### src/verilog/demodPkg.sv
// widths and fixed-point constants of the FM monitor path
// register reset values, DAC source and register address encodings
`default_nettype none

package demodPkg;

    // datapath widths
    localparam int sampleW  = 18;
    localparam int productW = 2 * sampleW;
    // 1.0 is 2^17
    localparam int fracBits = 17;
    localparam int coefW    = 16;

    // Wishbone
    localparam int busW  = 32;
    localparam int addrW = 2;

    // false-lock detector constants
    localparam logic [sampleW-1:0] halfScale      = 18'h10000;
    // 0x8000 << 2 is 1.0
    localparam logic [coefW-1:0]   alphaReset     = 16'h8000;
    localparam logic [coefW-1:0]   thresholdReset = 16'h4000;

    // diagnostic DAC sources, unused codes select dacI
    typedef enum logic [2:0] {
        dacI          = 3'd0,
        dacQ          = 3'd1,
        dacFreq       = 3'd2,
        dacAvgFreq    = 3'd3,
        dacAvgAbsFreq = 3'd4
    } dacSourceE;

    // word addresses of the register bank
    typedef enum logic [addrW-1:0] {
        regDacSelect = 2'd0,
        regAlpha     = 2'd1,
        regThreshold = 2'd2,
        regStatus    = 2'd3
    } regAddrE;

endpackage

`default_nettype wire

### src/verilog/dacMux.sv
// diagnostic DAC source selection, registered with its own sync strobe
`timescale 1ns/1ps
`default_nettype none

module dacMux (
    input  wire                                 clk,
    input  wire                                 arstN,
    input  demodPkg::dacSourceE                 dacSelect,
    input  wire                                 sampleEn,
    input  wire  signed [demodPkg::sampleW-1:0] iIn,
    input  wire  signed [demodPkg::sampleW-1:0] qIn,
    input  wire  signed [demodPkg::sampleW-1:0] fmVideo,
    input  wire                                 fmValid,
    input  wire  signed [demodPkg::sampleW-1:0] avgFreq,
    input  wire  signed [demodPkg::sampleW-1:0] avgAbsFreq,
    input  wire                                 avgValid,
    output logic signed [demodPkg::sampleW-1:0] dacData,
    output logic                                dacSync
);

    logic signed [demodPkg::sampleW-1:0] iHold;
    logic signed [demodPkg::sampleW-1:0] qHold;
    logic signed [demodPkg::sampleW-1:0] iSrc;
    logic signed [demodPkg::sampleW-1:0] qSrc;

    // newest strobed sample, held between strobes
    assign iSrc = sampleEn ? iIn : iHold;
    assign qSrc = sampleEn ? qIn : qHold;

    always_ff @(posedge clk or negedge arstN) begin
        if (!arstN) begin
            iHold   <= '0;
            qHold   <= '0;
            dacData <= '0;
            dacSync <= 1'b0;
        end else begin
            iHold <= iSrc;
            qHold <= qSrc;
            case (dacSelect)
                demodPkg::dacQ: begin
                    dacData <= qSrc;
                    dacSync <= sampleEn;
                end
                demodPkg::dacFreq: begin
                    dacData <= fmVideo;
                    dacSync <= fmValid;
                end
                demodPkg::dacAvgFreq: begin
                    dacData <= avgFreq;
                    dacSync <= avgValid;
                end
                demodPkg::dacAvgAbsFreq: begin
                    dacData <= avgAbsFreq;
                    dacSync <= avgValid;
                end
                // dacI and the unused codes
                default: begin
                    dacData <= iSrc;
                    dacSync <= sampleEn;
                end
            endcase
        end
    end

endmodule

`default_nettype wire

### config.mk
export PLATFORM = sky130hd
export DESIGN_NAME = dacMux
export DESIGN_NICKNAME = d
export VERILOG_FILES = /design/src/verilog/demodPkg.sv /design/src/verilog/dacMux.sv
export SDC_FILE = /design/constraint.sdc
export NUM_CORES = 1
export LEC_CHECK = 0
export BUFFER_PORTS_ARGS = -buffer_cell sky130_fd_sc_hd__buf_2
export CAP_MARGIN = 20
export CORE_AREA = 3 3 98 100
export DETAILED_ROUTE_END_ITERATION = 8
export DIE_AREA = 0 0 101 103
export SETUP_SLACK_MARGIN = 0.4
export SLEW_MARGIN = 30
export SYNTH_ARGS = -nofsm -noshare
export SYNTH_HDL_FRONTEND = slang
export SYNTH_SLANG_ARGS = --single-unit
### constraint.sdc
create_clock -name clk -period 1 [get_ports clk]
set_input_delay 0.05 -clock clk [delete_from_list [all_inputs] [get_ports clk]]
set_output_delay 0.05 -clock clk [all_outputs]
set_load 0.02 [all_outputs]
# Yosys cells after proc, flatten, opt, wreduce, memory -nomap -nowiden
# Cells that the tools add are included.
# Widths: inputs -> output; s select.
dict set report op_classes {
  mux 4
  n_eq_ne 4
  n_reduce_logical 1
}
# operator n
set ops {}
lappend ops {{$pmux 18 s4} 1}
lappend ops {{$mux 18} 2}
lappend ops {{$eq 3x2->1 const B} 2}
lappend ops {{$eq 3x1->1 const B} 1}
lappend ops {{$eq 3x3->1 const B} 1}
lappend ops {{$pmux 1 s2} 1}
lappend ops {{$reduce_or 2->1} 1}
dict set report word_totals {
  regBits 55
  output_inout_bits 19
  inputBits 98
}

# Depth between registers and ports, before layout
dict set report depth {
  word_depth 3
  ltp_mapped 6
  depth_no_buf 3
}

# Worst setup path after synthesis
# OpenSTA, ideal clock, no wires.
dict set report synth_path {
  path_type {input port to flip-flop}
  from {input port dacSelect[1]}
  to {register dacData[0] in the netlist's numbering}
  path_buffers 3
  path_slack_ps -228
  t_arrival_ps 1107
  required_ps 879
  setup_ps 121
  cell_stages 6
  path_cell_list {buf_6 > or3_1 > and2_4 > buf_6 > buf_6 > o22a_1}
}
dict set report synth_via {
  elab_chain_cells 2
  word_cells_on_any_way 5
  cone_classes {eq/ne (4); mux (1)}
}
# element line
set synth_rtl {}
lappend synth_rtl {{start: declaration} dacMux.sv:8} ;# input demodPkg::dacSourceE dacSelect,
lappend synth_rtl {{$eq 3x3->1, or another cell as far along} dacMux.sv:39} ;# case (dacSelect)
lappend synth_rtl {{$pmux 18 s4 (*)} dacMux.sv:39}
lappend synth_rtl {{end signal: assignment} dacMux.sv:41} ;# dacData <= qSrc;
lappend synth_rtl {{end signal: assignment} dacMux.sv:45} ;# dacData <= fmVideo;
lappend synth_rtl {{end signal: assignment} dacMux.sv:49} ;# dacData <= avgFreq;
lappend synth_rtl {{end: declaration} dacMux.sv:17} ;# output logic signed [demodPkg::sampleW-1:0] dacData,
# Mark *: on every way between the ends. The rest lies on a longest branch, timed or not.

# Worst setup path in the final report
dict set report layout_path {
  from {register qHold[14] in the netlist's numbering}
  to {register dacData[14] in the netlist's numbering}
}
dict set report layout_via {
  elab_chain_cells 2
}
# element line
set layout_rtl {}
lappend layout_rtl {{start: declaration} dacMux.sv:22} ;# logic signed [demodPkg::sampleW-1:0] qHold;
lappend layout_rtl {{start signal: assignment} dacMux.sv:38} ;# qHold <= qSrc;
lappend layout_rtl {{$mux 18} dacMux.sv:28} ;# assign qSrc = sampleEn ? qIn : qHold;
lappend layout_rtl {{via qSrc (one bit)} dacMux.sv:24} ;# logic signed [demodPkg::sampleW-1:0] qSrc;
lappend layout_rtl {{$pmux 18 s4} dacMux.sv:39}
# The timed path passes the listed nets, and every way through them passes these cells.

==> summary.md <==
| Metric | Value |
|---|---|
| DIE HEIGHT | `103 um` |
| Synth unique cells | `27` |
| CTS max path bufs | `2` |
| Maxcap violations | `0` |
| Wire per inst | `18.8 um` |
| Tot Pwr | `5.37 mW` |
| Failing checks | `negative hold slack, negative setup slack` |
| Yosys reg bits | `55` |
| Hold Buf Count CTS | `1` |
| Reg-to-reg setup timing slack | `-150 ps` |
| Hold WC Path Type | `in2reg` |
| Die ar. | `0.0104 mm^2` |
| Share of post-route cells with drive strength above 1 | `59.2%` |
| Unrepaired setup endpoints after global routing | `yes` |
| DRT iter0 DRCs | `68` |
| Reg2reg start | `qHold[14]` |
| Area of the core | `0.00876 mm^2` |
| Final setup violation count | `17` |
| Start point of the critical path | `qHold[14]` |
| VDD IR max | `0.550 mV` |
| CP cell instances | `mux2_4 > a32o_1 > o22a_1` |
| Initial Util | `29.8%` |
| Clock transition at path regs | `100 ps` |
| Worst hold start | `iIn[5]` |
| DRC viols | `0` |
| Crit end category | `flop` |
| CP required | `1200 ps` |
| Ys Warns | `0` |
| Die X | `101 um` |
| ANT cells | `0` |
| First-pass GRT wire length | `12600 um` |
| Layout area overhead | `52.8%` |
| Max Freq | `868 MHz` |
| Fin crit period | `1150 ps` |
| Slew Viols, Final | `0` |
| Clk sinks | `55` |
| Global route total overflow | `0` |
| Status | `finished, violations left` |
| GRT Overall Usage | `15.8%` |
| CP Data Arrival Time | `1350 ps` |
| Worst-Margin Slew | `411 ps` |
| CTS tree | `yes` |
| Worst Setup Start Kind | `flop` |
| Number of flops mapped to enable cells by yosys | `0` |
| Detailed Route WL | `8240 um` |
| Post-Syn Nets | `298` |
| Post-synth ARST share | `100%` |
| Worst setup margin | `-153 ps` |
| R2r endpoint | `dacData[14]` |
| Post-Syn Area | `0.00261 mm^2` |
| Hold Vio Cnt, Final | `22` |
| Clock buffer count from CTS | `5` |
| Routed via count | `2218` |
| Max FO, Critical Path | `2` |
| H-tree levels | `2` |
| Fin util | `45.5%` |
| Number of nets in the layout | `428` |
| Hold Slack | `-20.1 ps` |
| Number of placement rows | `34` |
| Vias in the first global route | `2442` |
| I/O pin count | `117` |
| Relative max-transition margin | `72.3%` |
| Port-buffer cells | `116` |
| CP peak stage delay | `380 ps` |
| Clk root buf | `clkbuf_8` |
| Lkg Pwr | `1.91 nW` |
| Routability cong. | `0.750` |
| Power Dens Cells | `1350 mW/mm^2` |
| Post-Syn Instances | `200` |
| Setup CP Type | `reg2reg` |
| Sequential-to-total area share from yosys stat | `52.7%` |
| Tcrit/Tclk final | `115%` |
| Syn_area_per_cell | `13.1 um^2` |
| Drt via density | `5.05` |
| Clk Latency, worst-skew pair | `300 ps` |
| Clk_skew | `10.8 ps` |
| Worst path slowest cell | `dfrtp_1` |
| Post-route ant nets | `0` |
| Antenna violations before repair | `0` |
| Top_reg_cell synth | `dfrtp_1` |
| Pin count of the biggest net entering global routing | `56` |
| Worst r2r path cells | `3` |
| Dpl hpwl | `5570 um` |
| Worst setup path endpoint | `dacData[14]` |
| Drt pass-1 iters | `4` |
## how the worst min path moves through the flow
| stage | end | slack [ps] | cells past startpoint |
|---|---|---|---|
| global placement | dacData[10] | 70 | 2 |
| finish | iHold[5] | -20 | 2 |
| detailed placement | iHold[10] | 70 | 2 |
| CTS | qHold[4] | -30 | 2 |
| floorplan | dacData[0] | -250 | 0 |
| global route | qHold[7] | -40 | 2 |
## worst max-delay path: cells and delay by family, from the launching register on
family / cells / cell delay, ps
flip-flops: 1 / 380
AO/OA/AOI/OAI: 2 / 400
multiplexers: 1 / 270
## layer usage
layer,track usage (%),vias to the layer above,share of wire [%]
li1,-,1040,-
met1,20.2,1101,42
met2,27.1,69,51
met3,2.71,8,5.3
met4,5.21,0,1.6
met5,0,-,0
## sequential cells by signal (all words and copies together), names as in the netlist
name,cells
dacData,18
dacSync,1
iHold,18
qHold,18
## final cells by class
class,instances,area (um^2)
fillers,840,4780
clock inverters,1,8.76
flip-flops and latches,55,1380
well taps,108,135
repair buffers,143,1100
inverters,1,3.75
multi-input cells,124,1280
clock buffers,7,86.3
## cell usage after synthesis (3+ instances only)
cell type	count	area, um^2
clkbuf_1	3	11.3
a32o_1	17	170
nand2b_1	3	18.8
buf_4	3	22.5
a2bb2oi_1	17	149
nand3_1	17	85.1
buf_2	9	45.0
o22a_1	17	149
dfrtp_1	55	1380
buf_6	4	45.0
mux2_2	35	394
## cell usage in the layout (no fill, tap or decap), types with 2 or more instances in the layout
| master | netlist | routed |
|---|---|---|
| mux2_4 | 0 | 33 |
| nand2b_4 | 0 | 2 |
| buf_4 | 3 | 12 |
| o22a_1 | 17 | 17 |
| or3b_1 | 2 | 2 |
| mux2_2 | 35 | 3 |
| nand3_1 | 17 | 17 |
| buf_8 | 0 | 2 |
| buf_16 | 0 | 2 |
| a32o_1 | 17 | 17 |
| buf_12 | 0 | 8 |
| clkbuf_8 | 0 | 6 |
| a2bb2oi_1 | 17 | 17 |
| o21ai_0 | 2 | 2 |
| dfrtp_1 | 55 | 55 |
| buf_6 | 4 | 23 |
| buf_2 | 9 | 94 |
| a211oi_2 | 0 | 2 |
## timing repair
action	in CTS	in global routing
pin swaps	18	2
gates cloned	1	1
endpoints found under the setup margin	74	84
setup buffers	1	1
endpoints found under the hold margin	90	32
resized for setup	67	14
## power by group
group / leakage (nW) / switching, mW / internal, mW / total, mW
Clock: 0.0484 / 0.729 / 0.570 / 1.30
Sequential: 0.640 / 0.0897 / 2.46 / 2.55
Combinational: 1.22 / 0.648 / 0.868 / 1.52
## stage by stage
step	hold WS, ps	setup TNS, ps	area, um^2	setup slack (ps)	instances
2_1_floorplan	-246	-2980	2740	-227	200
3_3_place_gp	69.8	-4590	3520	-248	426
6_report	-20.1	-2270	3990	-153	439
4_1_cts	-30.2	-2270	3910	-151	437
3_5_place_dp	75.0	-4640	3520	-258	426
5_1_grt	-38.0	-2990	3990	-209	439
## logic make-up after synthesis
group,Yosys count,synth area share (%)
AO/OA/AOI/OAI,60,20.3
flip-flops,55,52.7
multiplexers,36,15.5
AND/OR/NAND/NOR,28,6.42
buffers and inverters,21,5.03
Note: power is estimated with default switching activity, not from simulation.
