--- src/verilog/demodPkg.sv ---
// widths and fixed-point constants of the FM monitor path
// register reset values, DAC source and register address encodings
`default_nettype none

package demodPkg;

    // datapath widths
    localparam int sampleW  = 18;
    localparam int productW = 2 * sampleW;
    // 1.0 is 2^17
    localparam int fracBits = 17;
    localparam int coefW    = 16;

    // Wishbone
    localparam int busW  = 32;
    localparam int addrW = 2;

    // false-lock detector constants
    localparam logic [sampleW-1:0] halfScale      = 18'h10000;
    // 0x8000 << 2 is 1.0
    localparam logic [coefW-1:0]   alphaReset     = 16'h8000;
    localparam logic [coefW-1:0]   thresholdReset = 16'h4000;

    // diagnostic DAC sources, unused codes select dacI
    typedef enum logic [2:0] {
        dacI          = 3'd0,
        dacQ          = 3'd1,
        dacFreq       = 3'd2,
        dacAvgFreq    = 3'd3,
        dacAvgAbsFreq = 3'd4
    } dacSourceE;

    // word addresses of the register bank
    typedef enum logic [addrW-1:0] {
        regDacSelect = 2'd0,
        regAlpha     = 2'd1,
        regThreshold = 2'd2,
        regStatus    = 2'd3
    } regAddrE;

endpackage

`default_nettype wire

--- src/verilog/freqAverager.sv ---
// exponential averages of frequency and absolute frequency
// false-lock decision driving highFreqOffset
`timescale 1ns/1ps
`default_nettype none

module freqAverager (
    input  wire                                 clk,
    input  wire                                 arstN,
    input  wire  signed [demodPkg::sampleW-1:0] fmVideo,
    input  wire                                 fmValid,
    input  wire         [demodPkg::coefW-1:0]   falseLockAlpha,
    input  wire         [demodPkg::coefW-1:0]   falseLockThreshold,
    input  wire                                 carrierLock,
    output logic signed [demodPkg::sampleW-1:0] avgFreq,
    output logic signed [demodPkg::sampleW-1:0] avgAbsFreq,
    output logic                                avgValid,
    output logic                                highFreqOffset
);

    // weights carry one extra bit so 1.0 stays positive
    logic signed [demodPkg::sampleW:0]   alphaW;
    logic signed [demodPkg::sampleW:0]   betaW;
    logic        [demodPkg::sampleW-1:0] absFmVideo;
    logic        [demodPkg::sampleW-1:0] absAvgFreq;
    logic signed [demodPkg::sampleW-1:0] nextAvgFreq;
    logic signed [demodPkg::sampleW-1:0] nextAvgAbsFreq;

    // avg' = (x * alpha + avg * (1 - alpha)) >> fracBits
    function automatic logic signed [demodPkg::sampleW-1:0] expStep(
        input logic signed [demodPkg::sampleW:0] sample,
        input logic signed [demodPkg::sampleW:0] avg,
        input logic signed [demodPkg::sampleW:0] wNew,
        input logic signed [demodPkg::sampleW:0] wOld
    );
        logic signed [demodPkg::productW+1:0] acc;
        acc = sample * wNew + avg * wOld;
        return acc[demodPkg::fracBits+demodPkg::sampleW-1:demodPkg::fracBits];
    endfunction

    assign alphaW = $signed({1'b0, falseLockAlpha, 2'b00});
    assign betaW  = $signed({2'b01, {demodPkg::fracBits{1'b0}}}) - alphaW;

    assign absFmVideo = fmVideo[demodPkg::sampleW-1] ? -fmVideo : fmVideo;
    assign absAvgFreq = avgFreq[demodPkg::sampleW-1] ? -avgFreq : avgFreq;

    assign nextAvgFreq = expStep({fmVideo[demodPkg::sampleW-1], fmVideo},
                                 {avgFreq[demodPkg::sampleW-1], avgFreq}, alphaW, betaW);
    // abs path is unsigned, zero-extend
    assign nextAvgAbsFreq = expStep({1'b0, absFmVideo}, {1'b0, avgAbsFreq}, alphaW, betaW);

    always_ff @(posedge clk or negedge arstN) begin
        if (!arstN) begin
            avgFreq        <= '0;
            avgAbsFreq     <= '0;
            avgValid       <= 1'b0;
            highFreqOffset <= 1'b0;
        end else begin
            avgValid <= fmValid;
            if (fmValid) begin
                avgFreq    <= nextAvgFreq;
                avgAbsFreq <= nextAvgAbsFreq;
            end
            // decide one cycle after the averages move
            if (avgValid) begin
                if ($unsigned(avgAbsFreq) > demodPkg::halfScale) begin
                    highFreqOffset <= 1'b1;
                end else if (absAvgFreq > {2'b00, falseLockThreshold}) begin
                    highFreqOffset <= !carrierLock;
                end else begin
                    highFreqOffset <= 1'b0;
                end
            end
        end
    end

endmodule

`default_nettype wire

--- config.mk ---
export PLATFORM = sky130hd
export DESIGN_NAME = freqAverager
export DESIGN_NICKNAME = d
export VERILOG_FILES = /design/src/verilog/demodPkg.sv /design/src/verilog/freqAverager.sv
export SDC_FILE = /design/constraint.sdc
export NUM_CORES = 2
export LEC_CHECK = 0
export BUFFER_PORTS_ARGS = -buffer_cell sky130_fd_sc_hd__buf_4
export CAP_MARGIN = 20
export CELL_PAD_IN_SITES_DETAIL_PLACEMENT = 1
export CELL_PAD_IN_SITES_GLOBAL_PLACEMENT = 2
export CORE_ASPECT_RATIO = 0.8
export CORE_UTILIZATION = 43
export CTS_CLUSTER_DIAMETER = 30
export DETAILED_ROUTE_END_ITERATION = 10
export PLACE_DENSITY_LB_ADDON = 0.1
export SLEW_MARGIN = 20
export SYNTH_ARGS = -nofsm -noshare
export SYNTH_HDL_FRONTEND = slang
export SYNTH_SLANG_ARGS = --single-unit
export TNS_END_PERCENT = 20
--- constraint.sdc ---
create_clock -name clk -period 9.9 [get_ports clk]
set_input_delay 2.475 -clock clk [delete_from_list [all_inputs] [get_ports clk]]
set_output_delay 2.475 -clock clk [all_outputs]
set_load 0.02 [all_outputs]
# After elaboration in Yosys (flattened, before gate mapping)
# Cells that the tools add are included.
[classes] addsub=5 multipliers=4 magnitude_cmp=2 mux=4 reduce_logical=1
[ops] cell="$add 35x35->35" count=2
[ops] cell="$mux 18" count=2
[ops] cell="$neg 18->18" count=2
[ops] cell="$mul 18x19->35" count=1
[ops] cell="$mul 19x19->35" count=1
[ops] cell="$mul 18x16->33" count=1
[ops] cell="$mul 18x17->33" count=1
[ops] cell="$sub 18x18->19 const A" count=1
[ops] cell="$gt 18x16->1" count=1
[ops] cell="$gt 18x17->1 const B" count=1
[ops] cell="$mux 1" count=2
[ops] cell="$logic_not 1->1" count=1
[word_totals] regBits=38 inputBits=54 output_inout_bits=38 elab_cells=20

# Longest topological paths before layout
[depth] ltp_word=5 depth_mapped=48 mapped_depth_nobuf=47

# Least setup slack after synthesis
# OpenSTA, ideal clock, no wires.
[synth_path] path_type="input port to flip-flop" start="in fmVideo[5] (netlist bit)" end="reg avgAbsFreq[17] (netlist bit)" setup_time_ns=0.136 t_arrival_ns=14.051 required_ns=9.764 setup_slack_ns=-4.287 path_stages=48 n_path_buf=2 cell_sequence="buf_6 > or4_4 > nor4_2 > or3b_1 > or3_1 > or2_2 > o21ai_0 > xnor2_1 > clkbuf_1 > nand2_1 > fa_1 > fa_1 > fa_1 > inv_1 > fa_1 > fa_1 > inv_1 > fa_1 > [... 12 more ...] > fa_1 > inv_1 > fa_1 > inv_1 > fa_1 > ha_1 > ha_1 > a21oi_1 > a21boi_0 > o22ai_1 > nor2b_1 > a21oi_1 > and4_1 > a21oi_1 > a21oi_1 > xnor3_1 > mux2i_1 > a21oi_1"
[synth_between] elab_chain_len=4
[synth_lines] element="start: declaration" line_no="freqAverager.sv:9" text="input wire signed [demodPkg::sampleW-1:0] fmVideo,"
[synth_lines] element="$neg 18->18" line_no="freqAverager.sv:43" text="assign absFmVideo = fmVideo[demodPkg::sampleW-1] ? -fmVideo : fmVideo;"
[synth_lines] element="$mux 18 *" line_no="freqAverager.sv:43"
[synth_lines] element="$mul 18x16->33 *" line_no="freqAverager.sv:36" text="acc = sample * wNew + avg * wOld;"
[synth_lines] element="$add 35x35->35 *" line_no="freqAverager.sv:36"
[synth_lines] element="end signal: assignment" line_no="freqAverager.sv:61" text="avgAbsFreq <= nextAvgAbsFreq;"
[synth_lines] element="end: declaration" line_no="freqAverager.sv:15" text="output logic signed [demodPkg::sampleW-1:0] avgAbsFreq,"
# Mark *: on every way between the ends. The rest lies on a longest branch, timed or not.
# A chain may end at the register's enable or synchronous reset.

# Worst setup path in the final report
[layout_path] start="in fmVideo[5] (netlist bit)" end="reg avgAbsFreq[15] (netlist bit)"
# The elaborated chain is that of the path after synthesis.

==> run_results.csv <==
group,metric,value,unit
synth,postSynthNetCount,6523,
final_layout,most_frequent_cells_in_the_layout,"inv_1 (1,226), fa_1 (1,099), nand2_1 (697)",
floorplanning,die_area,104700,um^2
critical_path,crit_path_start_kind,"input pin",
final_layout,design.final.nets,6975,
timing,grt_setup_unrepaired,"yes",
critical_path,critical_path_class,"input pin to flop",
global_routing,grt_use_total,28.57,%
synth,synth_ff_type,"dfrtp_1",
final_layout,final_common_cell,"inv_1",
floorplanning,fp.dieW,361.5,um
place,place_hpwl,123400,um
timing,min_clock_period_post_route,13700,ps
critical_path,cp_most_frequent_cell,"fa_1",
timing,fmaxAchievable,72.99,MHz
place,routabilityCongestion,0.8893,
critical_path,slowest_stage,"or4_4",
clock_network,cell_at_the_root_of_the_clock_tree,"clkbuf_16",
clock_network,cts.clk_slew.worst_paths,80,ps
critical_path,cp_data_required_time,10100,ps
timing,finalMaxSlewViolations,0,
routing,num_vias,33780,
routing,vias_per_cell,5.026,
critical_path,critical_path_peak_fanout,5,
timing,hold_slack,543.2,ps
place,place.detailed.instances,6691,
global_routing,grt_max_degree,48,
global_routing,first_global_vias,38900,
clock_network,tritoncts_buffers,5,
routing,postRouteWirelength,143600,um
min_path,min_path_type,"flop to flop",
global_routing,grt_pass1_wl,227000,um
routing,first_iter_violations,1331,
global_routing,initial_antenna_violation_count,9,
synth,synth_edf_count,0,
critical_path,slowest_delay,570,ps
synth,synthesis.yosys.warnings,0,
flow_run,max-cap-violations,0,
synth,synthesis.area,44470,um^2
clock_network,worst_skew_pair.late_latency,320,ps
floorplanning,row_count,105,
final_layout,final_layout_size_suffix_gt1_share,15.80,%
critical_path,cp.arrival,13900,ps
clock_network,clock-sinks,38,
clock_network,h-tree-depth,2,
final_layout,layoutNonFillerInstCount,6721,
timing,finClkSkew,14.05,ps
floorplanning,floorplan.io_pins,92,
routing,drt_pass1_iterations,7,
clock_network,tritoncts,"yes",
status,violated_checks,"negative setup slack",
synth,synth_seq_cells,38,
place,placement.setup.worst_slack,-4357,ps
clock_network,cts_buffer_depth,2,
floorplanning,chip_height,289.6,um
timing,timing.final.hold_violations,0,
floorplanning,initial_utilization,43.39,%
status,run_status,"finished, violations left",
routing,ant_nets,0,
timing,layout_setup_ws,-3801,ps
synth,synth_cell_type_count,62,
synth,post_synth_inst_count,4928,
min_path,worst_hold_path_cells,1,
synth,synth_sequential_area_ratio,2.139,%
timing,fin_crit_sh,138.4,%
routing,wl_per_cell,21.37,um
routing,remaining_drc_errors,0,
global_routing,grt_remaining_overflow,0,
synth,synth_area_per_cell,9.023,um^2
timing,worst_slew_margin_relative_to_its_limit,25.80,%
timing,worst_pin_slew,1113,ps
final_layout,area_growth,16.30,%
place,buffer_ports.inserted,91,
synth,async_reset_ff_share,100.0,%
floorplanning,core_area,102500,um^2
critical_path,reg2reg_depth,28,
critical_path,setup.worst_path.end_class,"flop",
timing,final-setup-viol-count,36,
critical path: cells and delay by family:
family | cells | cell delay (ps)
AND/OR/NAND/NOR | 13 | 2920
buffers and inverters | 11 | 1000
XOR/XNOR | 3 | 420
multiplexers | 1 | 260
AO/OA/AOI/OAI | 5 | 750
adder cells (fa/ha/maj) | 13 | 6100
cells in the mapped netlist, drive strengths merged, types with 38 or more instances:
cell type  number  area (um^2)
xnor2         124         1086
nand2         701         2631
inv          1231         4621
nor2           67        251.5
o21ai          56        280.3
dfrtp          38        950.9
fa           1101        22040
clkbuf        225        844.6
nand2b         42        262.8
a21oi         100        500.5
ha            440         5505
xor2           49        429.2
and2          457         2859
per-layer routing:
| metal | part of all wire [%] | vias to the layer above | wire (um) | GRT usage [%] |
|---|---|---|---|---|
| li1 | - | 15220 | - | - |
| met1 | 46 | 17840 | 65730 | 39.61 |
| met2 | 48 | 574 | 68350 | 48.56 |
| met3 | 4.0 | 151 | 5710 | 2.921 |
| met4 | 2.6 | 2 | 3785 | 6.335 |
| met5 | 0.0091 | - | 13 | 0 |
cells by family after synthesis:
family / after synthesis / share of synthesized area [%]
flip-flops: 38 / 2.139
AO/OA/AOI/OAI: 272 / 3.796
adder cells (fa/ha/maj): 1541 / 61.95
buffers and inverters: 1475 / 12.47
XOR/XNOR: 174 / 3.458
multiplexers: 30 / 0.7513
AND/OR/NAND/NOR: 1398 / 15.43
registers in the layout, summed over array words and instances (netlist names):
name and flops:
avgAbsFreq 18, avgFreq 18, avgValid 1, highFreqOffset 1
cell type report:
type / instances / area, um^2
Antenna cell: 3 / 7.507
Clock buffer: 6 / 128.9
Clock inverter: 2 / 37.54
Fill cell: 11940 / 50760
Inverter: 1231 / 4621
Multi-Input combinational cell: 3415 / 38850
Sequential cell: 38 / 952.2
Tap cell: 1337 / 1673
Timing Repair Buffer: 689 / 5440
metrics by stage:
step                      TNS (ps)  instance area (um^2)  utilization (%)
final                       -99650                 51710            50.47
after CTS                  -100600                 51380            50.14
after floorplan             -89470                 44660                -
after global routing       -115710                 51710            50.46
after detailed placement   -120960                 50840            49.61
after global placement     -115990                 50840            49.61
repair_timing:
item / in CTS / in global routing
setup buffers: 10 / 9
endpoints found under the setup margin: 36 / 36
gates resized for setup: 55 / 50
pin swaps: 33 / 18
hold buffers: 0 / 0
final timing paths:
path | startpoint | endpoint | slack, ps
worst min-delay path | avgValid | highFreqOffset | 540
worst max-delay path | fmVideo[5] | avgAbsFreq[15] | -3800
max in group asynchronous | arstN | avgFreq[15] | 7260
worst max register to register | avgFreq[5] | avgFreq[17] | 2230
min in group asynchronous | arstN | avgFreq[1] | 2170
worst min register to register | avgValid | highFreqOffset | 540
Power is not shown: default switching activity piles up to over one toggle a cycle in this logic, so the estimate is an artifact.
