--- src/verilog/demodPkg.sv ---
// widths and fixed-point constants of the FM monitor path
// register reset values, DAC source and register address encodings
`default_nettype none

package demodPkg;

    // datapath widths
    localparam int sampleW  = 18;
    localparam int productW = 2 * sampleW;
    // 1.0 is 2^17
    localparam int fracBits = 17;
    localparam int coefW    = 16;

    // Wishbone
    localparam int busW  = 32;
    localparam int addrW = 2;

    // false-lock detector constants
    localparam logic [sampleW-1:0] halfScale      = 18'h10000;
    // 0x8000 << 2 is 1.0
    localparam logic [coefW-1:0]   alphaReset     = 16'h8000;
    localparam logic [coefW-1:0]   thresholdReset = 16'h4000;

    // diagnostic DAC sources, unused codes select dacI
    typedef enum logic [2:0] {
        dacI          = 3'd0,
        dacQ          = 3'd1,
        dacFreq       = 3'd2,
        dacAvgFreq    = 3'd3,
        dacAvgAbsFreq = 3'd4
    } dacSourceE;

    // word addresses of the register bank
    typedef enum logic [addrW-1:0] {
        regDacSelect = 2'd0,
        regAlpha     = 2'd1,
        regThreshold = 2'd2,
        regStatus    = 2'd3
    } regAddrE;

endpackage

`default_nettype wire

--- src/verilog/fmDiscriminator.sv ---
// cross-product FM discriminator over consecutive I/Q samples
`timescale 1ns/1ps
`default_nettype none

module fmDiscriminator (
    input  wire                                 clk,
    input  wire                                 arstN,
    input  wire                                 sampleEn,
    input  wire  signed [demodPkg::sampleW-1:0] iIn,
    input  wire  signed [demodPkg::sampleW-1:0] qIn,
    output logic signed [demodPkg::sampleW-1:0] fmVideo,
    output logic                                fmValid
);

    logic signed [demodPkg::sampleW-1:0]  iPrev;
    logic signed [demodPkg::sampleW-1:0]  qPrev;
    logic signed [demodPkg::productW-1:0] crossIq;
    logic signed [demodPkg::productW-1:0] crossQi;
    logic signed [demodPkg::productW-1:0] crossDiff;

    // im{conj(prev) * cur} ~ phase step between strobes
    assign crossIq   = iPrev * qIn;
    assign crossQi   = qPrev * iIn;
    assign crossDiff = crossIq - crossQi;

    always_ff @(posedge clk or negedge arstN) begin
        if (!arstN) begin
            iPrev   <= '0;
            qPrev   <= '0;
            fmVideo <= '0;
            fmValid <= 1'b0;
        end else begin
            fmValid <= sampleEn;
            if (sampleEn) begin
                iPrev   <= iIn;
                qPrev   <= qIn;
                // drop the duplicated sign bit and rescale to 1.17
                fmVideo <= crossDiff[demodPkg::fracBits+demodPkg::sampleW-1:
                                     demodPkg::fracBits];
            end
        end
    end

endmodule

`default_nettype wire

--- config.mk ---
export PLATFORM = sky130hd
export DESIGN_NAME = fmDiscriminator
export DESIGN_NICKNAME = d
export VERILOG_FILES = /design/src/verilog/demodPkg.sv /design/src/verilog/fmDiscriminator.sv
export SDC_FILE = /design/constraint.sdc
export NUM_CORES = 2
export LEC_CHECK = 0
export BUFFER_PORTS_ARGS = -buffer_cell sky130_fd_sc_hd__clkbuf_2
export CAP_MARGIN = 0
export CORE_MARGIN = 2
export CORE_UTILIZATION = 65
export CTS_CLUSTER_DIAMETER = 40
export DETAILED_ROUTE_END_ITERATION = 8
export MAX_ROUTING_LAYER = met4
export PLACE_DENSITY = 0.85
export SKIP_CTS_REPAIR_TIMING = 1
export SYNTH_ARGS = -nofsm -noshare
export SYNTH_HDL_FRONTEND = slang
export SYNTH_SLANG_ARGS = --single-unit
--- constraint.sdc ---
create_clock -name clk -period 9.82 [get_ports clk]
set_input_delay 0.491 -clock clk [delete_from_list [all_inputs] [get_ports clk]]
set_output_delay 0.491 -clock clk [all_outputs]
set_load 0.01 [all_outputs]
Word-level counts from Yosys, hierarchy flattened
Cells that the tools add are included.
{"block": "totals", "reg_bits": 55, "inputBits": 39, "out_inout_bits": 19, "wordCells": 7}
{"block": "op_classes", "addsub": 1, "mul": 2}
{"operator": "multiplier 18 x 18 -> 35 bit", "n": 2}
{"operator": "subtractor 35 bit", "n": 1}

Longest topological paths before layout
{"block": "depth", "ltp_word": 2, "mapped_depth": 28, "ltp_nobuf": 26}

Worst setup path before layout
OpenSTA, ideal clock, no wires.
{"block": "synth_timing", "path_type": "in2reg", "startpoint": "input qIn[2] in the netlist's numbering", "endpoint": "register fmVideo[15] in the netlist's numbering", "setup_time_ns": 0.126, "arrival_time_ns": 7.269, "t_required_ns": 9.694, "slack_ns": 2.425, "stages": 26, "n_path_buf": 2, "path_cell_list": "clkbuf_1 -> clkbuf_1 -> nand2_1 -> fa_1 -> fa_1 -> inv_1 -> fa_1 -> inv_1 -> fa_1 -> fa_1 -> inv_1 -> fa_1 -> fa_1 -> inv_1 -> fa_1 -> inv_1 -> ha_1 -> o21a_1 -> o211ai_1 -> o21a_1 -> o21ai_2 -> a2111oi_4 -> a21o_2 -> o211ai_2 -> a21o_1 -> a221o_1"}
{"block": "synth_between", "elab_chain_len": 2}
{"item": "start: declaration", "line_no": "fmDiscriminator.sv:10", "rtl": "input wire signed [demodPkg::sampleW-1:0] qIn,"}
{"item": "multiplier 18 x 18 -> 35 bit", "line_no": "fmDiscriminator.sv:22", "rtl": "assign crossIq = iPrev * qIn;"}
{"item": "subtractor 35 bit", "line_no": "fmDiscriminator.sv:24", "rtl": "assign crossDiff = crossIq - crossQi;"}
{"item": "end signal: assignment", "line_no": "fmDiscriminator.sv:38", "rtl": "fmVideo <= crossDiff[demodPkg::fracBits+demodPkg::sampleW-1:"}
{"item": "end: declaration", "line_no": "fmDiscriminator.sv:11", "rtl": "output logic signed [demodPkg::sampleW-1:0] fmVideo,"}
Every way passes these cells.
A chain may end at the register's enable or synchronous reset.

Final worst setup path
{"block": "layout_timing", "startpoint": "register qPrev[17] in the netlist's numbering", "endpoint": "register fmVideo[15] in the netlist's numbering"}
{"block": "layout_between", "elab_chain_len": 2}
{"item": "start: declaration", "line_no": "fmDiscriminator.sv:16", "rtl": "logic signed [demodPkg::sampleW-1:0] qPrev;"}
{"item": "start signal: assignment", "line_no": "fmDiscriminator.sv:36", "rtl": "qPrev <= qIn;"}
{"item": "multiplier 18 x 18 -> 35 bit", "line_no": "fmDiscriminator.sv:23", "rtl": "assign crossQi = qPrev * iIn;"}
{"item": "subtractor 35 bit", "line_no": "fmDiscriminator.sv:24"}
Every way passes these cells.

==> out/results.ini <==
[setup_path]
crit_path_top_delay_cell=sky130_fd_sc_hd__dfrtp_1
critical_path_peak_fanout=18
worstSetupEndpointType=register
setup.worst_path.class=register to register
cpMostUsedCell=sky130_fd_sc_hd__fa_1
timing.critical_path.from_type=register
worst_ep_arrival_time_ns=8.38
worst-r2r-cell-count=23
critPathTopFamily=adder cells
cells_along_the_critical_path=nand2_1 > inv_1 > fa_1 > fa_1 > fa_1 > inv_1 > fa_1 > inv_1 > fa_1 > fa_1 > fa_1 > fa_1 > inv_1 > ha_1 > a21oi_1 > a21boi_0 > a221oi_1 > a2bb2oi_2 > a21oi_1 > a21o_2 > o211ai_2 > a211oi_1 > a221o_1
worst_ep_required_time_ns=10.02
ff2ff_setup_slack_ns=1.64
timing.rr.start=qPrev[17]
path_buf_inv=4
cpPeakStageDelay_ns=0.67
worstReg2RegEnd=fmVideo[15]

[synth]
synth-seq-area-share=0.0534
ys_seq_elements=55
syn_avg_cell_area_um2=9.76
mappedNetlistNets=3558
syn_inst=2640
synth.distinct_cells=45
synth_area_um2=25800
synth_warnings=0

[die]
floorplan.initialDensity=0.662
die_height_um=203
fp-row-count=72
core_region_area_um2=38900
number_of_placed_i_o_pins=58
die_area_um2=41200
floorplan.die.width_um=203

[cts]
root_buffer=sky130_fd_sc_hd__clkbuf_16
clock_transition_at_the_registers_of_the_reported_paths_ns=0.08
clock_sink_count=55
cts-root-to-sink-buffers=2
clock_insertion_delay_worst_skew_ns=0.32
tritoncts_clock_tree=done
cts_buffers=5
htree_num_levels=2

[global_route]
busiest_layer=met2
grt.met1_usage=0.442
globalRouteMet3Util=0.0461
antenna_found_initial=2
grt_first_pass_wirelength_um=108000
number_of_global_route_vias_before_repair=20400
groute.layer.met2.usage=0.594
grt_start_max_net_pins=56
grt_overflow_total=0
track_usage=0.353

[timing]
finalCritPeriodShare=0.833
maximum_clock_frequency_mhz=122
count_of_endpoints_failing_setup_in_the_final_report=0
setup_tns_ns=0
timing_worst_slew_pin_value_ns=0.942
setup_repair_after_global_routing_missed_its_margin=false
period_needed_ns=8.18
hold_viol_final=0
timing.slew.headroom=0.372
finalMaxSlewViolations=0
final.setup_skew_ns=0.00700

[routing]
post-route-drc-count=0
route.detailed.wl_per_inst_um=20.7
dr.first_iter.drc_count=1481
vias=17600
drtAntennaViolNets=0
routed_wirelength_um=64200
drt_pass1_iterations=5
vias_per_inst=5.67

[run_status]
outcome=completed

[run]
max_cap_viol_count=0

[min_path]
hold_path_class=input port to asynchronous set/reset pin

[layout]
mostFrequentLayoutCell=sky130_fd_sc_hd__inv_1
drive_gt1_frac=0.0473
finish.net_count=3494
area_delta_synth_final_pct=2.54
most_used_cells_in_the_layout_excluding_fill_and_tap_cells=720 x sky130_fd_sc_hd__inv_1, 713 x sky130_fd_sc_hd__fa_1, 321 x sky130_fd_sc_hd__nand2_1, 308 x sky130_fd_sc_hd__and2_1, 166 x sky130_fd_sc_hd__ha_1
layout.filler_cells=2944

[placed_design]
globalplace.congestion=0.962
place.detailed.hpwl_um=53600
port-buffer-count=57

## kinds of logic (layout without fill, tap and decap cells)
| group | count (synthesis) | count (layout) | share of synthesized area |
|---|---|---|---|
| buffers and inverters | 858 | 795 | 0.125 |
| multiplexers | 39 | 39 | 0.0170 |
| AND/OR/NAND/NOR | 699 | 699 | 0.136 |
| other | 0 | 2 | 0 |
| AO/OA/AOI/OAI | 72 | 72 | 0.0205 |
| XOR/XNOR | 38 | 38 | 0.0129 |
| adder cells (fa/ha/maj) | 879 | 879 | 0.635 |
| flip-flops | 55 | 55 | 0.0534 |
## worst max path at each step
stage          cells after the start  slack, ns       from     endpoint
3_3_place_gp                      24       1.87     iIn[0]  fmVideo[15]
4_1_cts                           23       1.69  qPrev[17]  fmVideo[15]
6_report                          23       1.64  qPrev[17]  fmVideo[15]
3_5_place_dp                      23       1.70  qPrev[17]  fmVideo[15]
5_1_grt                           23       1.17  qPrev[17]  fmVideo[16]
2_1_floorplan                     26       2.43     qIn[2]  fmVideo[15]
## registers in the layout, indices dropped and copies added (netlist names)
signal and cells:
fmValid 1, fmVideo 18, iPrev 18, qPrev 18
## final cells by class
cell class | count | area [um2] | area share
Tap cell | 518 | 648 | 0.0245
Inverter | 720 | 2700 | 0.102
Multi-Input combinational cell | 1727 | 21200 | 0.801
Timing Repair Buffer | 67 | 360 | 0.0136
Antenna cell | 2 | 5.00 | 0.000189
Sequential cell | 55 | 1380 | 0.0521
Clock inverter | 3 | 33.8 | 0.00128
Clock buffer | 5 | 125 | 0.00474
## per-stage QoR
step | cell area, um2 | utilization | instances | worst slack (ns) | hold WS, ns
5_1_grt | 26400 | 0.679 | 3097 | 1.17 | 0.395
4_1_cts | 26400 | 0.679 | 3095 | 1.69 | 0.364
2_1_floorplan | 25800 | - | 2640 | 2.43 | 0.195
3_5_place_dp | 26200 | 0.674 | 3087 | 1.70 | 0.474
6_report | 26400 | 0.679 | 3097 | 1.64 | 0.343
3_3_place_gp | 26200 | 0.674 | 3087 | 1.87 | 0.477
## synth_stat cells (all sizes together)
library cell    n  share of area
buf             3        0.00049
a21oi          20         0.0040
nor2b          18         0.0044
inv           720           0.10
dfrtp          55          0.053
nor4            1        0.00024
xnor2          31          0.011
mux2           39          0.017
o2111ai         2        0.00068
a2111oi         1         0.0011
fa            713           0.55
a21boi          5         0.0015
ha            166          0.081
o21ai           8         0.0017
nor3           10         0.0019
nand2         321          0.047
clkbuf        135          0.020
a21o            9         0.0027
a221oi          1        0.00034
and3            5         0.0013
nor2           19         0.0028
and4            1        0.00034
a211oi          3        0.00087
nand4           2        0.00049
a311oi          1        0.00034
a211o           1        0.00034
a2111o          1        0.00044
nor3b           1        0.00029
xor2            7         0.0024
or3             1        0.00024
nand2b          7         0.0017
a2bb2oi         1        0.00058
o31ai           6         0.0017
nand3           5        0.00097
a221o           1        0.00039
o21a            7         0.0020
o211ai          5         0.0018
and2          308          0.075
## metal layers
metal | wire, um | up-vias | share of wire
met4 | 3000 | 0 | 0.047
li1 | - | 7292 | -
met1 | 23500 | 9212 | 0.37
met5 | 0 | - | 0
met3 | 5300 | 205 | 0.082
met2 | 32400 | 863 | 0.50
## worst register-to-register path, cell delays in order, from the launching register on
cell and delay, ns:
sky130_fd_sc_hd__dfrtp_1 0.67, sky130_fd_sc_hd__nand2_1 0.56, sky130_fd_sc_hd__inv_1 0.54, sky130_fd_sc_hd__fa_1 0.52
sky130_fd_sc_hd__fa_1 0.48, sky130_fd_sc_hd__fa_1 0.55, sky130_fd_sc_hd__inv_1 0.06, sky130_fd_sc_hd__fa_1 0.39
sky130_fd_sc_hd__inv_1 0.08, sky130_fd_sc_hd__fa_1 0.43, sky130_fd_sc_hd__fa_1 0.56, sky130_fd_sc_hd__fa_1 0.43
sky130_fd_sc_hd__fa_1 0.50, sky130_fd_sc_hd__inv_1 0.04, sky130_fd_sc_hd__ha_1 0.32, sky130_fd_sc_hd__a21oi_1 0.11
sky130_fd_sc_hd__a21boi_0 0.13, sky130_fd_sc_hd__a221oi_1 0.31, sky130_fd_sc_hd__a2bb2oi_2 0.32, sky130_fd_sc_hd__a21oi_1 0.19
sky130_fd_sc_hd__a21o_2 0.26, sky130_fd_sc_hd__o211ai_2 0.23, sky130_fd_sc_hd__a211oi_1 0.10, sky130_fd_sc_hd__a221o_1 0.27
Power is not shown: default switching activity piles up to over one toggle a cycle in this logic, so the estimate is an artifact.
