==> src/verilog/demodPkg.sv <==
// widths and fixed-point constants of the FM monitor path
// register reset values, DAC source and register address encodings
`default_nettype none

package demodPkg;

    // datapath widths
    localparam int sampleW  = 18;
    localparam int productW = 2 * sampleW;
    // 1.0 is 2^17
    localparam int fracBits = 17;
    localparam int coefW    = 16;

    // Wishbone
    localparam int busW  = 32;
    localparam int addrW = 2;

    // false-lock detector constants
    localparam logic [sampleW-1:0] halfScale      = 18'h10000;
    // 0x8000 << 2 is 1.0
    localparam logic [coefW-1:0]   alphaReset     = 16'h8000;
    localparam logic [coefW-1:0]   thresholdReset = 16'h4000;

    // diagnostic DAC sources, unused codes select dacI
    typedef enum logic [2:0] {
        dacI          = 3'd0,
        dacQ          = 3'd1,
        dacFreq       = 3'd2,
        dacAvgFreq    = 3'd3,
        dacAvgAbsFreq = 3'd4
    } dacSourceE;

    // word addresses of the register bank
    typedef enum logic [addrW-1:0] {
        regDacSelect = 2'd0,
        regAlpha     = 2'd1,
        regThreshold = 2'd2,
        regStatus    = 2'd3
    } regAddrE;

endpackage

`default_nettype wire

==> src/verilog/demodRegs.sv <==
// Wishbone classic register bank
// DAC select, averaging alpha, lock threshold and read-only status
`timescale 1ns/1ps
`default_nettype none

module demodRegs (
    input  wire                          clk,
    input  wire                          arstN,
    input  wire                          wbCyc,
    input  wire                          wbStb,
    input  wire                          wbWe,
    input  wire  [demodPkg::addrW-1:0]   wbAdr,
    input  wire  [demodPkg::busW-1:0]    wbDatI,
    input  wire  [3:0]                   wbSel,
    input  wire                          highFreqOffset,
    output logic                         wbAck,
    output logic [demodPkg::busW-1:0]    wbDatO,
    output demodPkg::dacSourceE          dacSelect,
    output logic [demodPkg::coefW-1:0]   falseLockAlpha,
    output logic [demodPkg::coefW-1:0]   falseLockThreshold
);

    demodPkg::regAddrE regAddr;
    logic              accessEn;
    logic              writeEn;

    assign regAddr  = demodPkg::regAddrE'(wbAdr);
    // first edge of a cycle that is not yet acked
    assign accessEn = wbCyc && wbStb && !wbAck;
    assign writeEn  = accessEn && wbWe;

    // byte-lane merge for the 16-bit fields
    function automatic logic [demodPkg::coefW-1:0] mergeBytes(
        input logic [demodPkg::coefW-1:0] oldVal,
        input logic [demodPkg::busW-1:0]  newVal,
        input logic [3:0]                 sel
    );
        logic [demodPkg::coefW-1:0] result;
        result = oldVal;
        if (sel[0]) begin
            result[7:0] = newVal[7:0];
        end
        if (sel[1]) begin
            result[15:8] = newVal[15:8];
        end
        return result;
    endfunction

    always_ff @(posedge clk or negedge arstN) begin
        if (!arstN) begin
            wbAck <= 1'b0;
        end else begin
            wbAck <= accessEn;
        end
    end

    always_ff @(posedge clk or negedge arstN) begin
        if (!arstN) begin
            dacSelect          <= demodPkg::dacI;
            falseLockAlpha     <= demodPkg::alphaReset;
            falseLockThreshold <= demodPkg::thresholdReset;
        end else if (writeEn) begin
            case (regAddr)
                demodPkg::regDacSelect: begin
                    if (wbSel[0]) begin
                        dacSelect <= demodPkg::dacSourceE'(wbDatI[2:0]);
                    end
                end
                demodPkg::regAlpha: begin
                    falseLockAlpha <= mergeBytes(falseLockAlpha, wbDatI, wbSel);
                end
                demodPkg::regThreshold: begin
                    falseLockThreshold <= mergeBytes(falseLockThreshold, wbDatI, wbSel);
                end
                // status is read only
                default: ;
            endcase
        end
    end

    // read mux, address is held by the master until ack
    always_comb begin
        wbDatO = '0;
        case (regAddr)
            demodPkg::regDacSelect: wbDatO[2:0] = dacSelect;
            demodPkg::regAlpha:     wbDatO[demodPkg::coefW-1:0] = falseLockAlpha;
            demodPkg::regThreshold: wbDatO[demodPkg::coefW-1:0] = falseLockThreshold;
            default:                wbDatO[0] = highFreqOffset;
        endcase
    end

endmodule

`default_nettype wire

==> config.mk <==
export PLATFORM = sky130hd
export DESIGN_NAME = demodRegs
export DESIGN_NICKNAME = d
export VERILOG_FILES = /design/src/verilog/demodPkg.sv /design/src/verilog/demodRegs.sv
export SDC_FILE = /design/constraint.sdc
export NUM_CORES = 1
export LEC_CHECK = 0
export BUFFER_PORTS_ARGS = -buffer_cell sky130_fd_sc_hd__buf_2
export CAP_MARGIN = 10
export CORE_UTILIZATION = 41
export CTS_BUF_LIST = sky130_fd_sc_hd__clkbuf_2
export DETAILED_ROUTE_END_ITERATION = 6
export PLACE_DENSITY = 0.9
export SETUP_SLACK_MARGIN = 0.4
export SYNTH_ARGS = -nofsm -noshare
export SYNTH_HDL_FRONTEND = slang
export SYNTH_SLANG_ARGS = --single-unit
==> constraint.sdc <==
create_clock -name clk -period 1.3 [get_ports clk]
set_input_delay 0 -clock clk [delete_from_list [all_inputs] [get_ports clk]]
set_output_delay 0 -clock clk [all_outputs]
set_load 0.01 [all_outputs]
# Word-level counts from Yosys, hierarchy flattened
# Index checks and enable logic that the tools add are counted.
# classes
n_eq_ne,2
mux,3
n_reduce_logical,10
# ops
cell,count
one-hot mux 13 bit (2 select lines),1
AND reduction 3 bit,5
one-hot mux 2 bit (3 select lines),1
logical AND 1 bit,3
one-hot mux 1 bit (3 select lines),1
== test 2 x 1 -> 1 bit (second input constant),1
== test 2 bit (second input constant),1
zero test 2 bit,1
zero test 1 bit,1
# word_totals
reg_bits,36

# Longest topological paths before layout
# Gate-level depths: netlist (run 1).
# logic_depth
ltp_word,4
mapped_depth,6
mapped_depth_nobuf,4

# Worst setup path before layout (run 1)
# Ideal clock, no wire load.
# synth_timing
kind,register to register
from,register wbAck
to,register falseLockAlpha[10] (netlist name)
t_arrival_ns,1.315
required_time_ns,1.175
setup_slack_ns,-0.140
stages_incl_launch_ff,5
synth_period_minus_slack_ns,1.440
cell_sequence,dfrtp_1 -> and3b_1 -> and4_4 -> buf_8 -> mux2_4
# synth_between
elab_chain_cells,4
# synth_rtl
element,line_no,text
from (decl),demodRegs.sv:16,"output logic wbAck,"
from (signal assigned),demodRegs.sv:53,wbAck <= accessEn;
zero test 1 bit,demodRegs.sv:29,assign accessEn = wbCyc && wbStb && !wbAck;
logical AND 1 bit,demodRegs.sv:29,
logical AND 1 bit,demodRegs.sv:30,assign writeEn = accessEn && wbWe;
AND reduction 3 bit (no line),--,
to (signal assigned),demodRegs.sv:60,falseLockAlpha <= demodPkg::alphaReset;
to (signal assigned),demodRegs.sv:70,"falseLockAlpha <= mergeBytes(falseLockAlpha, wbDatI, wbSel);"
to (decl),demodRegs.sv:19,"output logic [demodPkg::coefW-1:0] falseLockAlpha,"
# No other way between the ends.
# A chain may end at the register's enable or synchronous reset.

# Worst setup path in the final report (run 1)
# Same ends and word-level chain as after synthesis.

==> flow_metrics.py, run 1 <==
metrics = {
    "status": {
        "status": "finished, violations left",
        "violations": "DRC, setup timing",
    },
    "yosys": {
        "synthXorXnorAreaFrac": 0,
        "yosysSeqAreaShare": 0.458,
        "synth_top_family_by_area": "multiplexers",
        "ys_warn_count": 0,
        "muxShareOfSynthArea": 0.266,
        "ys_types": 22,
        "netlist_area_um2": 1970,
        "synth-compound-area-share": 0.0647,
        "syn-instance-count": 144,
        "synth_seq_cells": 36,
        "avgSynthCellArea_um2": 13.7,
        "synth_simple_gate_area_frac": 0.0787,
        "synth_fa_ha_area_frac": 0.0254,
    },
    "floorplan": {
        "io_pins": 112,
        "die_area_um2": 5090,
        "rows": 24,
        "initial_utilization": 0.441,
        "die_x_um": 71.4,
        "die_height_um": 71.4,
        "core_area_um2": 4470,
    },
    "cts": {
        "tritoncts": "yes",
        "cts_buffers": 5,
        "clkLatencyLatePin_ns": 0.40,
        "ctsLongestPathBuffers": 2,
        "cts.clk_slew.worst_paths_ns": 0.23,
        "clkSinkCount": 36,
        "cts-htree-levels": 2,
        "cts-root-buf": "clkbuf_2",
    },
    "global_route": {
        "grt_pass1_wl_mm": 8.41,
        "grt_pass1_vias": 1746,
        "track_usage": 0.219,
        "gr-total-overflow": 0,
        "grt_max_degree": 37,
        "antenna_found_initial": 0,
    },
    "critical_path": {
        "cp-start-kind": "register",
        "crit_type": "register to register",
        "end_kind": "register",
        "cp.arrival_ns": 1.75,
        "cp_max_fo": 8,
        "cp.required_ns": 1.58,
    },
    "placement": {
        "place_hpwl_mm": 3.45,
        "portBuffers": 77,
        "post-place-ws_ns": -0.144,
        "gp_congestion": 0.811,
        "place_area_um2": 2390,
    },
    "flow_run": {
        "cap_violations": 0,
    },
    "sta": {
        "setup_tns_ns": -4.73,
        "setup_viol": 39,
        "slew_viol_final": 0,
        "fin_crit_ns": 1.47,
        "finalClockSkew_ns": 0.0324,
        "hold_ws_ns": 0.136,
        "rsz0062_at_grt": "true",
        "fin_ws_ns": -0.174,
        "period_share": 1.13,
        "fmax_ghz": 0.679,
        "final-hold-violation-count": 0,
    },
    "layout": {
        "multi_input_area_um2": 981,
        "final_core_util": 0.728,
        "layout.nets": 339,
        "syn_to_final_growth_pct": 65.2,
        "regArea_um2": 903,
        "diodes": 0,
        "drive_above_1_share": 0.664,
        "design_area_um2": 3260,
        "fill_cells": 273,
    },
    "pwr": {
        "vdd_drop_max_uv": 598,
        "power_density_nw_per_um2": 1200,
        "leakagePower_nw": 1.69,
    },
    "routing": {
        "routed_wl_mm": 5.91,
        "routedWlPerCell_um": 17.2,
        "drtIter0Drc": 87,
        "route.detailed.drc": 8,
        "final_antenna_net_count": 0,
        "vias": 1730,
        "drt-pass1-iter-count": 6,
        "routed_via_density": 5.03,
    },
    "min_path": {
        "min_path_type": "input port to asynchronous set/reset pin",
    },
}
worst paths after layout:
check / from / end / slack (ns) / cells after the start
max in group asynchronous: arstN / falseLockAlpha[15] / 0.77 / 3
min in group clk: wbSel[1] / falseLockAlpha[11] / 0.16 / 3
worst min-delay path: arstN / falseLockAlpha[9] / 0.14 / 3
worst max-delay path: wbAck / falseLockAlpha[10] / -0.17 / 3
worst max register to register: wbAck / falseLockAlpha[10] / -0.17 / 3
worst min register to register: dacSelect[0] / dacSelect[0] / 0.58 / 1
synth_stat cells:
library cell  count  share of area
clkbuf_1          1         0.0019
dfrtp_1          34           0.43
mux2_2            3          0.017
buf_2             4          0.010
mux2_4           32           0.24
buf_8             2          0.015
and3b_1           1         0.0044
a222oi_1          3          0.015
a22oi_1          13          0.049
and3b_2           1         0.0051
mux2i_1           1         0.0051
and3_1            3         0.0095
ha_1              4          0.025
nor2_1            2         0.0038
buf_6             2          0.011
inv_1             3         0.0057
and4_4            2          0.011
buf_4            16          0.061
and2_1            1         0.0032
dfstp_2           2          0.027
nor2b_1          13          0.041
conb_1            1         0.0019
power by group:
group	switching (mW)	internal, mW	total (mW)	leakage, nW
Clock	0.408	0.321	0.729	0.0390
Sequential	0.199	1.33	1.53	0.462
Combinational	0.593	1.07	1.66	1.18
Total	1.20	2.72	3.92	1.69
state kept, by name (all words and copies together) (netlist names):
register	flops
dacSelect	3
wbAck	1
falseLockAlpha	16
falseLockThreshold	16
worst max-delay path, cell delays in order, from the launching register on:
cell     delay (ns)
dfrtp_1        0.42
and3b_2        0.28
and4_4         0.35
mux2_4         0.33
cells by family after synthesis:
family / Yosys count
adder cells (fa/ha/maj): 4
other: 1
AO/OA/AOI/OAI: 16
flip-flops: 36
multiplexers: 36
AND/OR/NAND/NOR: 23
buffers and inverters: 28
metal layers:
layer,vias up,routed length (um),GRT usage,part of all wire
met3,8,322,0.0534,0.055
met1,876,2360,0.269,0.40
li1,768,-,-,-
met5,-,0,0,0
met4,0,102,0.0756,0.017
met2,78,3120,0.377,0.53
cells in the final DEF, fill, tap and decap left out, types with 5 or more instances in the layout:
master / n
buf_2: 58
conb_1: 16
buf_6: 47
clkbuf_2: 5
a22oi_2: 12
nor2b_1: 13
buf_4: 24
dlygate4sd3_1: 19
mux2_4: 32
dfrtp_1: 34
what timing repair did:
| action | in CTS | in global routing |
|---|---|---|
| resized for setup | 36 | 23 |
| setup buffers | 20 | 24 |
| pin swaps | 15 | 1 |
| endpoints found under the hold margin | 72 | 0 |
| endpoints found under the setup margin | 87 | 87 |
| hold buffers | 19 | 0 |
stage by stage:
step           total power [mW]  instances
2_1_floorplan              2.06        159
3_3_place_gp               2.40        273
3_5_place_dp               2.44        273
4_1_cts                    3.58        320
5_1_grt                    4.10        344
6_report                   3.92        344
final cells by class:
cell class	count	share of cell area
Sequential cell	36	0.277
Multi-Input combinational cell	95	0.301
Tap cell	52	0.0200
Clock buffer	5	0.00768
Inverter	3	0.00346
Clock inverter	3	0.0131
Timing Repair Buffer	150	0.377
(Power assumes the default switching activity.)
==> run 2: changes to the inputs <==
CELL_PAD_IN_SITES_DETAIL_PLACEMENT = 0   (was unset)
CELL_PAD_IN_SITES_GLOBAL_PLACEMENT = 1   (was unset)
CORE_UTILIZATION = 31   (was 41)
RECOVER_POWER = 25   (was unset)
==> run 2 against run 1 <==
Net effect:
- the run ends with setup timing left
- worst hold slack improved by 0.010 ns
- utilization fell by 17 points
- power fell by 2.1%
- critical path depth did not move
- sequential power barely moved
- non-clock buffer count rose by 8
==> flow_metrics.py, run 2 (same netlist as run 1, synthesis figures left out) <==
metrics = {
    "pwr": {
        "p_comb_frac": 0.461,
        "swShare": 0.313,
        "pwr-share-clk": 0.143,
        "seq_power_share": 0.397,
        "power.net_switching_mw": 1.20,
        "vdd_drop_max_uv": 634,
        "power_mw": 3.83,
        "intPower_mw": 2.63,
        "power_density_nw_per_um2": 1130,
        "leakagePower_nw": 1.72,
    },
    "global_route": {
        "gr-total-overflow": 0,
        "grt_max_degree": 27,
        "grt_pass1_vias": 1697,
        "track_usage": 0.166,
        "antenna_found_initial": 0,
        "grt_pass1_wl_mm": 8.05,
    },
    "layout": {
        "drive_above_1_share": 0.673,
        "design_area_um2": 3380,
        "final_common_cell": "buf_6",
        "final_core_util": 0.561,
        "syn_to_final_growth_pct": 71.5,
        "diodes": 0,
        "mostFrequentLayoutCells": "buf_6 (59), buf_2 (52), dfrtp_1 (34)",
        "top_regs": "falseLockAlpha: 16 flops, falseLockThreshold: 16 flops, dacSelect: 3 flops",
        "layout.nets": 347,
        "layout.cells.non_filler": 375,
    },
    "cts": {
        "tritoncts": "yes",
        "cts_buffers": 5,
        "ctsLongestPathBuffers": 2,
        "cts-htree-levels": 2,
        "clkLatencyLatePin_ns": 0.39,
        "cts.clk_slew.worst_paths_ns": 0.22,
        "clkSinkCount": 36,
        "cts-root-buf": "clkbuf_2",
    },
    "sta": {
        "setup_viol": 38,
        "worst_pin_slew_ns": 0.643,
        "hold_ws_ns": 0.146,
        "final-hold-violation-count": 0,
        "fin_ws_ns": -0.211,
        "finalClockSkew_ns": 0.0237,
        "relSlewSlack": 0.572,
        "rsz0062_at_grt": "true",
        "slew_viol_final": 0,
        "period_share": 1.16,
        "fmax_ghz": 0.662,
        "fin_crit_ns": 1.51,
    },
    "floorplan": {
        "die_x_um": 81.8,
        "core_area_um2": 6030,
        "die_height_um": 81.8,
        "die_area_um2": 6680,
        "initial_utilization": 0.327,
        "io_pins": 112,
        "rows": 28,
    },
    "status": {
        "status": "finished, violations left",
        "violations": "setup timing",
    },
    "placement": {
        "gp_congestion": 0.752,
        "place_inst": 297,
        "place_hpwl_mm": 3.39,
        "place_area_um2": 2420,
        "portBuffers": 77,
    },
    "critical_path": {
        "r2r_cells": 3,
        "cp_max_fo": 8,
        "cp.arrival_ns": 1.79,
        "cp-start-kind": "register",
        "rrSetupSlack_ns": -0.21,
        "crit_type": "register to register",
        "end_kind": "register",
        "cp.required_ns": 1.58,
    },
    "min_path": {
        "min_path_type": "input port to asynchronous set/reset pin",
    },
    "routing": {
        "route.detailed.drc": 0,
        "routed_via_density": 4.49,
        "drt-pass1-iter-count": 4,
        "routedWlPerCell_um": 15.6,
        "final_antenna_net_count": 0,
        "drtIter0Drc": 47,
        "vias": 1683,
        "routed_wl_mm": 5.85,
    },
    "flow_run": {
        "cap_violations": 0,
    },
}
run 2: metal layers:
| metal | vias to the layer above | track usage | share of wire |
|---|---|---|---|
| li1 | 785 | - | - |
| met1 | 818 | 0.201 | 0.42 |
| met2 | 72 | 0.288 | 0.52 |
| met3 | 8 | 0.0367 | 0.045 |
| met4 | 0 | 0.0544 | 0.013 |
| met5 | - | 0 | 0 |
run 2: worst max-delay path, stage by stage, from the launching register on:
cell and delay (ns):
dfrtp_1 0.43, and3b_2 0.28, and4_4 0.37, mux2_4 0.33
run 2: cell type report:
class	instances	area, um2
Tap cell	75	93.8
Timing Repair Buffer	158	1350
Inverter	3	11.3
Clock inverter	3	23.8
Sequential cell	36	903
Multi-Input combinational cell	95	977
Fill cell	500	2640
Clock buffer	5	25.0
run 2: what timing repair did:
action                                  4_1_cts  5_1_grt
gates cloned                                  0        0
hold endpoints to repair                     72        0
hold buffers                                 19        0
buffers inserted                             32       19
endpoints found under the setup margin       87       87
pin swaps                                    14        1
resized for setup                            44       27
run 2: final timing paths:
check | from | to
min reg2reg | dacSelect[1] | dacSelect[1]
min | arstN | falseLockAlpha[7]
min in group clk | wbSel[1] | falseLockThreshold[14]
max reg2reg | wbAck | falseLockAlpha[10]
max | wbAck | falseLockAlpha[10]
max in group asynchronous | arstN | falseLockThreshold[1]
run 2: power groups by stage:
| stage | Sequential [mW] | Clock [mW] | Combinational, mW |
|---|---|---|---|
| after floorplan | 1.59 | 0 | 0.478 |
| after global placement | 1.51 | 0 | 0.891 |
| after detailed placement | 1.52 | 0 | 0.911 |
| after CTS | 1.49 | 0.575 | 1.49 |
| after global routing | 1.54 | 0.641 | 1.88 |
| final | 1.52 | 0.548 | 1.77 |
run 2: metrics by stage:
step	setup WS [ns]	TNS, ns
global route	-0.231	-7.25
detailed placement	-0.144	-4.06
floorplan	-0.123	-3.31
global placement	-0.106	-2.92
finish	-0.211	-5.80
CTS	-0.212	-5.82
